## src/wb_rom/rom_image.hex

```
// One 32-bit word per line, word address 0 to 31 from the top
// Bytes are A0+adr, adr, FF-adr, 7*adr
A000FF00
A101FE07
A202FD0E
A303FC15
A404FB1C
A505FA23
A606F92A
A707F831
A808F738
A909F63F
AA0AF546
AB0BF44D
AC0CF354
AD0DF25B
AE0EF162
AF0FF069
B010EF70
B111EE77
B212ED7E
B313EC85
B414EB8C
B515EA93
B616E99A
B717E8A1
B818E7A8
B919E6AF
BA1AE5B6
BB1BE4BD
BC1CE3C4
BD1DE2CB
BE1EE1D2
BF1FE0D9

```

## src/common/rom_stream_pkg.sv

```systemverilog
// ----------------------------------------
// Shared types and default sizes for the ROM stream
// Wishbone is 32-bit classic, reads only, sel all ones
// ----------------------------------------
`default_nettype none

package rom_stream_pkg;

  // Sizes
  localparam int ROM_WORDS_DEF  = 32;
  localparam int FIFO_DEPTH_DEF = 4;

  typedef logic [31:0] word_t;
  typedef logic [31:0] wb_adr_t;

  // Request taken with start_i, base is a word address
  typedef struct packed {
    logic [31:0] base;
    logic [15:0] len;
  } fetch_req_t;

  // Master to slave
  typedef struct packed {
    wb_adr_t    adr;
    logic [3:0] sel;
    logic       we;
    logic       cyc;
    logic       stb;
  } wb_m2s_t;

  // Slave to master
  typedef struct packed {
    word_t dat;
    logic  ack;
    logic  err;
  } wb_s2m_t;

  // FIFO payload, err items are always last too
  typedef struct packed {
    word_t data;
    logic  last;
    logic  err;
  } stream_item_t;

endpackage

`default_nettype wire

```

## src/hdl/rom_stream_top.sv

```systemverilog
// ----------------------------------------
// ROM to consumer streaming, one request at a time
// ----------------------------------------
`timescale 1ns/10ps
`default_nettype none

module rom_stream_top #(
  parameter int ROM_WORDS  = rom_stream_pkg::ROM_WORDS_DEF,
  parameter int FIFO_DEPTH = rom_stream_pkg::FIFO_DEPTH_DEF
) (
  input  wire                             wb_clk_i,
  input  wire                             wb_rst_i,
  input  wire                             start_i,
  input  wire rom_stream_pkg::fetch_req_t req_i,
  input  wire                             hold_i,
  output logic                            busy_o,
  output rom_stream_pkg::word_t           word_o,
  output logic                            word_vld_o,
  output logic                            done_o,
  output rom_stream_pkg::word_t           sum_o,
  output logic                            err_o
);

  // Bus between fetch engine and ROM
  rom_stream_pkg::wb_m2s_t wb_m2s;
  rom_stream_pkg::wb_s2m_t wb_s2m;

  // FIFO side
  rom_stream_pkg::stream_item_t push_item;
  rom_stream_pkg::stream_item_t pop_item;
  logic push;
  logic pop;
  logic full;
  logic empty;

  // ----------------------------------------
  // Producer
  // ----------------------------------------
  wb_fetch_master fetch_i (
    .wb_clk_i    (wb_clk_i),
    .wb_rst_i    (wb_rst_i),
    .start_i     (start_i),
    .req_i       (req_i),
    .busy_o      (busy_o),
    .wb_m2s_o    (wb_m2s),
    .wb_s2m_i    (wb_s2m),
    .full_i      (full),
    .push_o      (push),
    .push_item_o (push_item)
  );

  wb_rom #(
    .ROM_WORDS (ROM_WORDS)
  ) rom_i (
    .wb_clk_i (wb_clk_i),
    .wb_rst_i (wb_rst_i),
    .wb_m2s_i (wb_m2s),
    .wb_s2m_o (wb_s2m)
  );

  // Buffer
  stream_fifo #(
    .FIFO_DEPTH (FIFO_DEPTH)
  ) fifo_i (
    .wb_clk_i    (wb_clk_i),
    .wb_rst_i    (wb_rst_i),
    .push_i      (push),
    .push_item_i (push_item),
    .pop_i       (pop),
    .pop_item_o  (pop_item),
    .full_o      (full),
    .empty_o     (empty)
  );

  // Consumer
  word_sink sink_i (
    .wb_clk_i   (wb_clk_i),
    .wb_rst_i   (wb_rst_i),
    .empty_i    (empty),
    .pop_o      (pop),
    .pop_item_i (pop_item),
    .hold_i     (hold_i),
    .word_o     (word_o),
    .word_vld_o (word_vld_o),
    .done_o     (done_o),
    .sum_o      (sum_o),
    .err_o      (err_o)
  );

endmodule

`default_nettype wire

```

## src/hdl/stream_fifo.sv

```systemverilog
// ----------------------------------------
// FIFO_DEPTH must be a power of two
// No push when full, no pop when empty
// ----------------------------------------
`timescale 1ns/10ps
`default_nettype none

module stream_fifo #(
  parameter int FIFO_DEPTH = 4
) (
  input  wire                               wb_clk_i,
  input  wire                               wb_rst_i,
  input  wire                               push_i,
  input  wire rom_stream_pkg::stream_item_t push_item_i,
  input  wire                               pop_i,
  output rom_stream_pkg::stream_item_t      pop_item_o,
  output logic                              full_o,
  output logic                              empty_o
);

  localparam int AW = $clog2(FIFO_DEPTH);

  rom_stream_pkg::stream_item_t mem [FIFO_DEPTH];

  logic [AW-1:0] wr_ptr;
  logic [AW-1:0] rd_ptr;
  logic [AW:0]   count;

  // Storage
  always_ff @(posedge wb_clk_i) begin
    if (push_i) begin
      mem[wr_ptr] <= push_item_i;
    end
  end

  // Pointers wrap on their own
  always_ff @(posedge wb_clk_i or posedge wb_rst_i) begin
    if (wb_rst_i) begin
      wr_ptr <= '0;
      rd_ptr <= '0;
      count  <= '0;
    end else begin
      if (push_i) begin
        wr_ptr <= wr_ptr + 1'b1;
      end
      if (pop_i) begin
        rd_ptr <= rd_ptr + 1'b1;
      end
      // Simultaneous push and pop keep the count
      if (push_i && !pop_i) begin
        count <= count + 1'b1;
      end else if (pop_i && !push_i) begin
        count <= count - 1'b1;
      end
    end
  end

  // Head item is always visible
  assign pop_item_o = mem[rd_ptr];
  assign full_o     = (count == FIFO_DEPTH);
  assign empty_o    = (count == '0);

endmodule

`default_nettype wire

```

## src/hdl/wb_fetch_master.sv

```systemverilog
// ----------------------------------------
// One Wishbone read per word, len of zero unsupported
// Strobe starts only when the FIFO has room
// ----------------------------------------
`timescale 1ns/10ps
`default_nettype none

module wb_fetch_master (
  input  wire                          wb_clk_i,
  input  wire                          wb_rst_i,
  input  wire                          start_i,
  input  wire rom_stream_pkg::fetch_req_t req_i,
  output logic                         busy_o,
  output rom_stream_pkg::wb_m2s_t      wb_m2s_o,
  input  wire rom_stream_pkg::wb_s2m_t wb_s2m_i,
  input  wire                          full_i,
  output logic                         push_o,
  output rom_stream_pkg::stream_item_t push_item_o
);

  typedef enum logic [1:0] {
    ST_IDLE,
    ST_REQ,
    ST_WAIT
  } state_t;

  state_t      state;
  logic [31:0] addr;
  logic [15:0] remain;
  logic        resp;
  logic        final_wd;

  // Slave answered this cycle
  assign resp     = (state == ST_WAIT) & (wb_s2m_i.ack | wb_s2m_i.err);
  assign final_wd = (remain == 16'd1);

  // ----------------------------------------
  // Control FSM and counters
  // ----------------------------------------
  always_ff @(posedge wb_clk_i or posedge wb_rst_i) begin
    if (wb_rst_i) begin
      state  <= ST_IDLE;
      addr   <= '0;
      remain <= '0;
    end else begin
      case (state)
        ST_IDLE: begin
          // Requests while busy are dropped
          if (start_i) begin
            addr   <= req_i.base;
            remain <= req_i.len;
            state  <= ST_REQ;
          end
        end
        ST_REQ: begin
          // Hold off the strobe while full
          if (!full_i) begin
            state <= ST_WAIT;
          end
        end
        ST_WAIT: begin
          if (resp) begin
            if (wb_s2m_i.err || final_wd) begin
              state <= ST_IDLE;
            end else begin
              addr   <= addr + 32'd1;
              remain <= remain - 16'd1;
              state  <= ST_REQ;
            end
          end
        end
        default: state <= ST_IDLE;
      endcase
    end
  end

  assign busy_o = (state != ST_IDLE);

  // Bus side, stb drops after the ack cycle
  assign wb_m2s_o.adr = {addr[29:0], 2'b00};
  assign wb_m2s_o.sel = 4'hf;
  assign wb_m2s_o.we  = 1'b0;
  assign wb_m2s_o.cyc = (state == ST_WAIT);
  assign wb_m2s_o.stb = (state == ST_WAIT);

  // Push in the response cycle
  // Bus error closes the request with an empty item
  assign push_o           = resp;
  assign push_item_o.data = wb_s2m_i.err ? '0 : wb_s2m_i.dat;
  assign push_item_o.last = wb_s2m_i.err | final_wd;
  assign push_item_o.err  = wb_s2m_i.err;

endmodule

`default_nettype wire

```

## src/hdl/word_sink.sv

```systemverilog
// ----------------------------------------
// Pops one item per cycle unless hold_i is set
// Outputs come one cycle after the pop
// ----------------------------------------
`timescale 1ns/10ps
`default_nettype none

module word_sink (
  input  wire                               wb_clk_i,
  input  wire                               wb_rst_i,
  input  wire                               empty_i,
  output logic                              pop_o,
  input  wire rom_stream_pkg::stream_item_t pop_item_i,
  input  wire                               hold_i,
  output rom_stream_pkg::word_t             word_o,
  output logic                              word_vld_o,
  output logic                              done_o,
  output rom_stream_pkg::word_t             sum_o,
  output logic                              err_o
);

  rom_stream_pkg::word_t acc;
  rom_stream_pkg::word_t acc_nxt;

  assign pop_o = ~empty_i & ~hold_i;

  // Error items carry no data for the checksum
  assign acc_nxt = pop_item_i.err ? acc : (acc ^ pop_item_i.data);

  // Word path
  always_ff @(posedge wb_clk_i) begin
    if (pop_o) begin
      word_o <= pop_item_i.data;
    end
  end

  // ----------------------------------------
  // Strobes, checksum and request close
  // ----------------------------------------
  always_ff @(posedge wb_clk_i or posedge wb_rst_i) begin
    if (wb_rst_i) begin
      word_vld_o <= 1'b0;
      done_o     <= 1'b0;
      err_o      <= 1'b0;
      acc        <= '0;
    end else begin
      word_vld_o <= pop_o & ~pop_item_i.err;
      done_o     <= pop_o & pop_item_i.last;
      if (pop_o) begin
        if (pop_item_i.last) begin
          // Checksum restarts for the next request
          acc   <= '0;
          err_o <= pop_item_i.err;
        end else begin
          acc <= acc_nxt;
        end
      end
    end
  end

  // Sum captured together with done
  always_ff @(posedge wb_clk_i) begin
    if (pop_o && pop_item_i.last) begin
      sum_o <= acc_nxt;
    end
  end

endmodule

`default_nettype wire

```

## src/wb_rom/wb_rom.sv

```systemverilog
// ----------------------------------------
// Single classic reads only, data valid with ack
// Writes and addresses past ROM_WORDS get err
// ----------------------------------------
`timescale 1ns/10ps
`default_nettype none

module wb_rom #(
  parameter int ROM_WORDS = 32
) (
  input  wire                     wb_clk_i,
  input  wire                     wb_rst_i,
  input  wire rom_stream_pkg::wb_m2s_t wb_m2s_i,
  output rom_stream_pkg::wb_s2m_t      wb_s2m_o
);

  localparam int AW = $clog2(ROM_WORDS);

  rom_stream_pkg::word_t mem [ROM_WORDS];
  rom_stream_pkg::word_t rd_dat;

  logic [29:0] word_adr;
  logic        in_range;
  logic        bad_acc;
  logic        new_stb;
  logic        ack_q;
  logic        err_q;

  // Contents come from the hex image
  initial begin
    $readmemh("/design/src/wb_rom/rom_image.hex", mem);
  end

  // Byte address down to word address
  assign word_adr = wb_m2s_i.adr[31:2];
  assign in_range = (word_adr < ROM_WORDS);
  assign bad_acc  = wb_m2s_i.we | ~in_range;

  // Strobe not yet answered
  assign new_stb = wb_m2s_i.cyc & wb_m2s_i.stb & ~ack_q & ~err_q;

  // ----------------------------------------
  // Synchronous read port
  // ----------------------------------------
  always_ff @(posedge wb_clk_i) begin
    if (wb_m2s_i.stb && in_range) begin
      rd_dat <= mem[word_adr[AW-1:0]];
    end
  end

  // Registered response, one per strobe
  always_ff @(posedge wb_clk_i or posedge wb_rst_i) begin
    if (wb_rst_i) begin
      ack_q <= 1'b0;
      err_q <= 1'b0;
    end else begin
      ack_q <= new_stb & ~bad_acc;
      err_q <= new_stb & bad_acc;
    end
  end

  assign wb_s2m_o = '{dat: rd_dat, ack: ack_q, err: err_q};

endmodule

`default_nettype wire
```

## config.mk

```make
export PLATFORM = sky130hd
export DESIGN_NAME = rom_stream_top
export DESIGN_NICKNAME = d
export VERILOG_FILES = /design/src/common/rom_stream_pkg.sv /design/src/hdl/rom_stream_top.sv /design/src/hdl/stream_fifo.sv /design/src/hdl/wb_fetch_master.sv /design/src/hdl/word_sink.sv /design/src/wb_rom/wb_rom.sv
export SDC_FILE = /design/constraint.sdc
export NUM_CORES = 1
export LEC_CHECK = 0
export ABC_CLOCK_PERIOD_IN_PS = 4900
export BUFFER_PORTS_ARGS = -buffer_cell sky130_fd_sc_hd__buf_2
export CAP_MARGIN = 10
export CORE_AREA = 2 2 91 93
export DETAILED_ROUTE_END_ITERATION = 8
export DIE_AREA = 0 0 93 95
export PLACE_DENSITY = 0.89
export RECOVER_POWER = 50
export SYNTH_ARGS = -nofsm -noshare
export SYNTH_HDL_FRONTEND = slang
export SYNTH_SLANG_ARGS = --single-unit
```

## constraint.sdc

```tcl
create_clock -name wb_clk_i -period 4.9 [get_ports wb_clk_i]
set_input_delay 0.49 -clock wb_clk_i [delete_from_list [all_inputs] [get_ports wb_clk_i]]
set_output_delay 0.49 -clock wb_clk_i [all_outputs]
set_load 0.02 [all_outputs]
```

==> results.toml, run 1 <==
[cells_and_area]
drive_gt1_frac = 0.163
fill_cells = 742
layout.nets = 596
multi_input_area_um2 = 2250
syn_to_final_growth_pct = 6.55
regArea_um2 = 1740
utilization = 0.588
num_antenna_cells = 0
postLayoutCellArea_um2 = 4660

[setup_path]
worstSetupStartpointType = "primary input"
reg2regPathDepth = 8
cp-end-kind = "asynchronous set/reset pin"
worst_ep_required_time_ns = 4.63
r2r-start = "fetch_i.state[0]"
criticalPathCategory = "primary input to asynchronous set/reset pin"
path_max_fanout = 60
worst_r2r_endpoint = "fifo_i.count[2]"
worst-r2r-setup-slack_ns = 1.86
crit_arrival_ns = 2.98

[timing]
fin_tns_setup_ns = 0
tightestPinTransition_ns = 3.31
max_freq_mhz = 307
skew_ns = 0.00800
setup_viol = 0
final-hold-violation-count = 0
slew_viol_final = 61
rsz0062_at_grt = "false"
fin_crit_ns = 3.25
relSlewSlack = -1.21
post-route-period-util = 0.664
fin_ws_ns = 1.65

[logic_synthesis]
syn_avg_cell_area_um2 = 8.88
syn_area_um2 = 4380
ys_warn_count = 0
synth_edf_count = 8
synth.distinct_cells = 55
synth-seq-cells = 68
ys_seq_area_frac = 0.398
synthCells = 493
synth_flop_cell = "dfrtp_1"
ys_async_sr_fraction = 0.882

[placement]
port_buffers = 53
dp_hpwl_mm = 6.26
place.gp.congestion = 0.813
dp_slack_ns = 1.86
place_area_um2 = 4460

[grt]
grt_use_total = 0.213
grt_pass1_vias = 3366
antenna_found_initial = 0
grt_max_degree = 78
grt_pass1_wl_mm = 15.0
grt_overflow = 0

[pwr]
ir_drop_uv = 262
finalPower_mw = 2.69
p_leak_nw = 1.98
power.density_nw_per_um2 = 576

[clock_tree]
numCtsBuffers = 9
cts_tree = "done"
clock_latency_ns = 0.36
clk_pin_slew_worst_paths_ns = 0.08
post-cts-setup-buffers = 0
cts_resized = 0
cts_max_level = 3
cts_root_buf = "clkbuf_8"
cts_num_sinks = 68
cts_hold_buf = 0
cts_buffer_depth = 2

[floorplanning]
ioPinCount = 120
die-height_um = 95
dieArea_um2 = 8840
die_w_um = 93
start_util = 0.552
num_rows = 33
core_um2 = 7930

[run_status]
violations = "max-capacitance violations, max-slew violations"
status = "complete, but fails checks"

[min_path]
min_to = "fetch_i.remain[0]"
hold_start = "req_i[0]"
hold_path_class = "primary input to flip-flop"
hold_depth = 3

[route]
avgViaCountPerCell = 5.65
wl_mm = 9.25
first_pass_iters = 4
ant_nets = 0
post-route-drc-count = 0
vias = 3642
wl_per_cell_um = 14.3
drtIter0Drc = 227

[flow_run]
drv_cap = 1
routing by layer:
layer  part of all wire  vias to the layer above  global-route usage
li1                   -                     1753                   -
met1               0.42                     1764               0.262
met2               0.51                      111               0.372
met4              0.017                        0              0.0772
met5                  0                        -                   0
met3              0.055                       14              0.0447
synthesized netlist by cell type, types with 5 or more instances:
cell | n | area, um^2
buf_4 | 64 | 480
dfrtp_1 | 60 | 1500
nor2_1 | 49 | 184
a21oi_1 | 45 | 225
o21ai_0 | 34 | 170
nand2_1 | 26 | 97.6
nand3_1 | 18 | 90.1
o22a_1 | 16 | 140
clkbuf_1 | 15 | 56.3
inv_1 | 11 | 41.3
nand4_1 | 11 | 68.8
nor3_1 | 11 | 55.1
nor4_1 | 10 | 62.6
a31oi_1 | 9 | 56.3
and2_1 | 9 | 56.3
edfxtp_1 | 8 | 240
ha_1 | 8 | 100
buf_2 | 6 | 30.0
a22oi_1 | 5 | 37.5
a2bb2oi_1 | 5 | 43.8
and3_1 | 5 | 31.3
o22ai_1 | 5 | 31.3
cell usage in the layout (no fill, tap or decap), types with 3 or more instances in the layout:
master / netlist / layout
a21oi_1: 45 / 45
a22oi_1: 5 / 5
a2bb2oi_1: 5 / 5
a31oi_1: 9 / 9
a41oi_1: 3 / 3
and2_1: 9 / 8
and3_1: 5 / 5
buf_2: 6 / 51
buf_4: 64 / 3
clkbuf_1: 15 / 3
clkbuf_8: 0 / 9
conb_1: 1 / 64
dfrtp_1: 60 / 60
edfxtp_1: 8 / 8
ha_1: 8 / 8
inv_1: 11 / 11
nand2_1: 26 / 26
nand2b_1: 4 / 3
nand3_1: 18 / 18
nand4_1: 11 / 11
nor2_1: 49 / 49
nor3_1: 11 / 11
nor4_1: 10 / 10
o21a_1: 4 / 4
o21ai_0: 34 / 34
o22a_1: 16 / 16
o22ai_1: 5 / 5
o2bb2ai_1: 3 / 3
xnor2_1: 4 / 4
through the flow:
step	std cells	hold WS, ns
floorplan	556	0.457
global placement	628	0.472
detailed placement	628	0.484
CTS	644	0.368
global route	645	0.377
finish	645	0.381
report_power, final:
group,switching (mW),internal (mW)
clock network,0.242,0.244
logic,0.647,0.438
registers,0.292,0.823
worst max-delay path, cell delays in order:
cell,delay [ns]
buf_2,0.09
inv_1,0.04
clkbuf_1,2.33
logic make-up (layout without fill, tap and decap cells):
kind of cell             count (synthesis)  count (layout)  synth area share
AND/OR/NAND/NOR                        159             159             0.190
AO/OA/AOI/OAI                          144             144             0.209
buffers and inverters                  101              85             0.145
flip-flops                              68              68             0.398
adder cells (fa/ha/maj)                  9               9            0.0275
XOR/XNOR                                 6               6            0.0120
multiplexers                             5               5            0.0177
other                                    1              64          0.000857
how the worst max path moves through the flow:
stage	start	endpoint	slack, ns
2_1_floorplan	fetch_i.state[0]	fifo_i.count[2]	2.75
3_3_place_gp	fetch_i.remain[1]	fetch_i.addr[12]	1.90
3_5_place_dp	fetch_i.remain[1]	fetch_i.addr[12]	1.86
4_1_cts	fetch_i.remain[1]	fetch_i.addr[12]	1.85
5_1_grt	wb_rst_i	fetch_i.addr[6]	0.99
6_report	wb_rst_i	fetch_i.remain[10]	1.65
final cells by class:
class | instances | share of cell area
clock buffer | 9 | 0.0266
tap | 105 | 0.0282
inverter | 11 | 0.00886
timing repair buffer | 58 | 0.0631
multi-input combinational | 387 | 0.482
clock inverter | 7 | 0.0180
sequential | 68 | 0.374
flip-flops by register name (all words and copies together), names as in the netlist:
name and count:
fetch_i.addr 30, fifo_i.mem 8, fifo_i.wr_ptr 2, sink_i.word_vld_o 1
rom_i.ack_q 1, fifo_i.count 3, fifo_i.rd_ptr 2, sink_i.err_o 1
fetch_i.remain 16, sink_i.done_o 1, fetch_i.state 2, rom_i.err_q 1
(Power assumes the default switching activity.)
==> inputs of run 2 (changes only) <==
--- a/config.mk
+++ b/config.mk
@@ -5,13 +5,13 @@
 export SDC_FILE = /design/constraint.sdc
 export NUM_CORES = 1
 export LEC_CHECK = 0
-export ABC_CLOCK_PERIOD_IN_PS = 4900
+export ABC_CLOCK_PERIOD_IN_PS = 2640
 export BUFFER_PORTS_ARGS = -buffer_cell sky130_fd_sc_hd__buf_2
 export CAP_MARGIN = 10
-export CORE_AREA = 2 2 91 93
+export CORE_AREA = 2 2 99 101
 export DETAILED_ROUTE_END_ITERATION = 8
-export DIE_AREA = 0 0 93 95
-export PLACE_DENSITY = 0.89
+export DIE_AREA = 0 0 101 103
+export PLACE_DENSITY = 0.81
 export RECOVER_POWER = 50
 export SYNTH_ARGS = -nofsm -noshare
 export SYNTH_HDL_FRONTEND = slang
==> constraint.sdc (replaced) <==
create_clock -name wb_clk_i -period 2.64 [get_ports wb_clk_i]
set_input_delay 0.264 -clock wb_clk_i [delete_from_list [all_inputs] [get_ports wb_clk_i]]
set_output_delay 0.264 -clock wb_clk_i [all_outputs]
set_load 0.02 [all_outputs]
==> results.toml, run 2 (synthesis gave the netlist of run 1 again) <==
[min_path]
min_to = "fetch_i.remain[0]"
hold_start = "req_i[0]"
hold_path_class = "primary input to flip-flop"
hold_depth = 3

[timing]
fin_tns_setup_ns = 0
max_freq_mhz = 454
fin_crit_ns = 2.20
final-hold-violation-count = 0
setup_viol = 0
tightestPinTransition_ns = 1.54
post-route-period-util = 0.834
hold_ws_ns = 0.173
relSlewSlack = -0.0236
slew_viol_final = 61
skew_ns = 0.0114
rsz0062_at_grt = "false"

[placement]
dp.cells = 645
port_buffers = 53
dp_hpwl_mm = 6.68
place_area_um2 = 4540
place.gp.congestion = 0.863

[floorplanning]
dieArea_um2 = 10400
ioPinCount = 120
num_rows = 36
core_um2 = 9460
die-height_um = 103
die_w_um = 101
start_util = 0.463

[grt]
grt_pass1_vias = 3344
grt_use_total = 0.194
grt_max_degree = 61
antenna_found_initial = 0
grt_pass1_wl_mm = 15.7
grt_overflow = 0

[clock_tree]
cts_resized = 0
clk_pin_slew_worst_paths_ns = 0.08
cts_hold_buf = 0
cts_tree = "done"
cts_num_sinks = 68
clock_latency_ns = 0.36
cts_buffer_depth = 2
numCtsBuffers = 9
post-cts-setup-buffers = 0
cts_root_buf = "clkbuf_8"
cts_max_level = 3

[cells_and_area]
num_antenna_cells = 0
drive_gt1_frac = 0.161
finalNonFillerCells = 661
reg.largest.list = "fetch_i.addr (30), fetch_i.remain (16), fifo_i.mem (8)"
regMostFlops = "fetch_i.addr"
mostFrequentLayoutCells = "64 x conb_1, 60 x dfrtp_1, 50 x buf_2"
fill_cells = 901
multi_input_area_um2 = 2250
regArea_um2 = 1740
largest_register_ffs = 30
layout.nets = 603
syn_to_final_growth_pct = 7.55
postLayoutCellArea_um2 = 4710
utilization = 0.497
final_common_cell = "conb_1"

[route]
vias = 3692
wl_mm = 9.66
wl_per_cell_um = 14.6
first_pass_iters = 4
avgViaCountPerCell = 5.59
ant_nets = 0
drtIter0Drc = 237
post-route-drc-count = 0

[setup_path]
worst-r2r-setup-slack_ns = 0.44
criticalPathCategory = "flip-flop to flip-flop"
reg2regPathDepth = 9
path_max_fanout = 8
worst_r2r_endpoint = "fifo_i.count[2]"
worstSetupStartpointType = "flip-flop"
critPathLaunch = "fetch_i.state[0]"
worst_ep_required_time_ns = 2.91
crit_arrival_ns = 2.48
r2r-start = "fetch_i.state[0]"
cp-end-kind = "flip-flop"

[flow_run]
drv_cap = 1

[run_status]
violations = "max-capacitance violations, max-slew violations"
status = "complete, but fails checks"

[pwr]
power.density_nw_per_um2 = 1050
ir_drop_uv = 457
p_leak_nw = 2.00
[run 2: layer usage]
layer	track usage	part of all wire	vias up
li1	-	-	1762
met1	0.252	0.43	1757
met2	0.310	0.48	154
met3	0.0434	0.068	19
met4	0.0946	0.027	0
met5	0	0	-
[run 2: critical path: stages, from the launching register on]
cell and delay [ns]:
dfrtp_1 0.44, nand2b_2 0.21, nor2_1 0.10, clkbuf_1 0.29, ha_1 0.24, inv_1 0.06, fa_1 0.37, xor2_1 0.15
nor2_1 0.11, xor2_1 0.15
[run 2: report_power, final]
part           internal [mW]  switching [mW]  total [mW]
clock                  0.432           0.380       0.812
combinational          0.845            1.21        2.06
sequential              1.53           0.538        2.07
[run 2: cell type report]
class,instances,share of cell area
sequential,68,0.370
clock inverter,3,0.00798
tap,114,0.0303
timing repair buffer,65,0.0760
multi-input combinational,387,0.477
inverter,11,0.00877
clock buffer,13,0.0295
[run 2: worst max path at each step]
stage / endpoint / slack, ns / cells after the start
CTS: fetch_i.addr[12] / 0.45 / 8
global placement: fetch_i.addr[12] / 0.56 / 8
floorplan: fifo_i.count[2] / 0.49 / 9
global route: fetch_i.addr[12] / 0.24 / 8
detailed placement: fetch_i.addr[12] / 0.47 / 8
finish: fifo_i.count[2] / 0.44 / 9
[run 2: per-stage QoR]
stage / setup slack [ns] / total power [mW]
3_5_place_dp: 0.472 / 4.14
2_1_floorplan: 0.495 / 3.66
6_report: 0.438 / 4.94
5_1_grt: 0.241 / 5.34
4_1_cts: 0.448 / 4.96
3_3_place_gp: 0.557 / 3.98
==> inputs of run 3 (changes only) <==
--- a/config.mk
+++ b/config.mk
@@ -5,7 +5,7 @@
 export SDC_FILE = /design/constraint.sdc
 export NUM_CORES = 1
 export LEC_CHECK = 0
-export ABC_CLOCK_PERIOD_IN_PS = 2640
+export ABC_CLOCK_PERIOD_IN_PS = 1800
 export BUFFER_PORTS_ARGS = -buffer_cell sky130_fd_sc_hd__buf_2
 export CAP_MARGIN = 10
 export CORE_AREA = 2 2 99 101
==> constraint.sdc (replaced) <==
create_clock -name wb_clk_i -period 1.8 [get_ports wb_clk_i]
set_input_delay 0.18 -clock wb_clk_i [delete_from_list [all_inputs] [get_ports wb_clk_i]]
set_output_delay 0.18 -clock wb_clk_i [all_outputs]
set_load 0.02 [all_outputs]
==> results.toml, run 3 (synthesis gave the netlist of run 1 again) <==
[clock_tree]
cts_num_sinks = 68
numCtsBuffers = 9
cts_max_level = 3
clk_pin_slew_worst_paths_ns = 0.09
cts_tree = "done"
clock_latency_ns = 0.36
cts_buffer_depth = 2
cts_root_buf = "clkbuf_8"

[grt]
grt_max_degree = 77
grt_use_total = 0.222
grt_pass1_vias = 3961
antenna_found_initial = 0
grt_overflow = 0
grt_pass1_wl_mm = 18.3

[timing]
relSlewSlack = 0.424
fin_crit_ns = 2.02
max_freq_mhz = 495
slew_viol_final = 0
rsz0062_at_grt = "true"
fin_tns_setup_ns = -2.79
tightestPinTransition_ns = 0.864
skew_ns = 0.0155
setup_viol = 35
post-route-period-util = 1.12
final-hold-violation-count = 0
fin_ws_ns = -0.219

[setup_path]
cp-end-kind = "flip-flop"
critPathLaunch = "fetch_i.remain[1]"
worst_r2r_endpoint = "fetch_i.remain[11]"
criticalPathCategory = "flip-flop to flip-flop"
worst_ep_required_time_ns = 2.03
crit_end = "fetch_i.remain[11]"
crit_arrival_ns = 2.25
path_max_fanout = 7
worst-r2r-setup-slack_ns = -0.22
r2r-start = "fetch_i.remain[1]"
reg2regPathDepth = 5
worstSetupStartpointType = "flip-flop"

[cells_and_area]
regMostFlops = "fetch_i.addr"
syn_to_final_growth_pct = 24.7
fill_cells = 774
drive_gt1_frac = 0.297
postLayoutCellArea_um2 = 5460
mostFrequentLayoutCells = "67 x buf_4, 64 x conb_1, 59 x dfrtp_1"
reg.largest.list = "fetch_i.addr (30), fetch_i.remain (16), fifo_i.mem (8)"
num_antenna_cells = 0
largest_register_ffs = 30
layout.nets = 668
final_common_cell = "buf_4"

[route]
wl_mm = 11.5
wl_per_cell_um = 15.8
first_pass_iters = 5
ant_nets = 0
avgViaCountPerCell = 5.63
post-route-drc-count = 0
vias = 4090
drtIter0Drc = 378

[floorplanning]
num_rows = 36
ioPinCount = 120
start_util = 0.463
core_um2 = 9460
die_w_um = 101
dieArea_um2 = 10400
die-height_um = 103

[pwr]
power.density_nw_per_um2 = 1610
ir_drop_uv = 637
p_leak_nw = 2.42

[placement]
port_buffers = 53
dp_hpwl_mm = 7.52
place_area_um2 = 4980
place.gp.congestion = 0.856
dp_slack_ns = -0.266

[min_path]
hold_path_class = "primary input to flip-flop"

[run_status]
status = "complete, but fails checks"
violations = "negative setup slack"

[flow_run]
drv_cap = 0
==> run 3: cell types whose count changed in the layout (fill, tap and decap cells not counted), sizes merged <==
cell,delta
bufbuf,+1
clkinv,+1
clkinvlp,+1
dlygate4sd3,+1
clkbuf,-7
bufinv,+1
buf,+67
==> run 3: what timing repair did <==
action                                  CTS  global route
buffers inserted                          9             2
endpoints found under the hold margin    60             0
endpoints found under the setup margin   39            49
hold buffers                              1             0
gates cloned                              1             0
pin swaps                                 9             6
gates resized for setup                  25            14
==> run 3: layout make-up <==
cell class / count / area (um^2) / share of cell area
timing repair buffer: 130 / 922 / 0.169
inverter: 11 / 41.3 / 0.00757
tap: 114 / 143 / 0.0261
multi-input combinational: 387 / 2390 / 0.438
sequential: 68 / 1740 / 0.319
clock inverter: 6 / 90.1 / 0.0165
clock buffer: 10 / 128 / 0.0234
==> run 3: layer usage <==
layer | vias to the layer above | track usage | routed length, um
met4 | 0 | 0.110 | 363
met5 | - | 0 | 0
li1 | 1892 | - | -
met2 | 195 | 0.387 | 5770
met3 | 37 | 0.0292 | 702
met1 | 1966 | 0.272 | 4630
==> run 3: worst max-delay path, cell delays in order, from the launching register on <==
cell	delay (ns)
dfrtp_1	0.41
or4_4	0.53
or4_4	0.52
nor4_4	0.18
a31oi_1	0.11
a2bb2oi_1	0.14
==> run 3: power breakdown <==
| group | switching, mW | total [mW] | internal (mW) |
|---|---|---|---|
| combinational | 2.42 | 4.51 | 2.09 |
| clock | 0.624 | 1.41 | 0.783 |
| sequential | 0.594 | 2.84 | 2.24 |
==> run 3: how the worst min path moves through the flow <==
stage / start / end / slack (ns) / depth (start not counted)
finish: req_i[0] / fetch_i.remain[0] / 0.08 / 3
global placement: wb_rst_i / fetch_i.addr[21] / 0.27 / 3
floorplan: req_i[17] / fetch_i.addr[1] / 0.33 / 2
CTS: req_i[0] / fetch_i.remain[0] / 0.07 / 3
global route: req_i[0] / fetch_i.remain[0] / 0.09 / 3
detailed placement: wb_rst_i / fetch_i.addr[21] / 0.28 / 3
==> run 3: metrics by stage <==
step	hold slack [ns]	util	std cells	total power [mW]
2_1_floorplan	0.330	-	556	5.43
3_3_place_gp	0.268	0.526	697	6.59
3_5_place_dp	0.277	0.526	697	6.84
4_1_cts	0.0657	0.570	724	8.53
5_1_grt	0.0939	0.577	726	9.32
6_report	0.0764	0.577	726	8.76
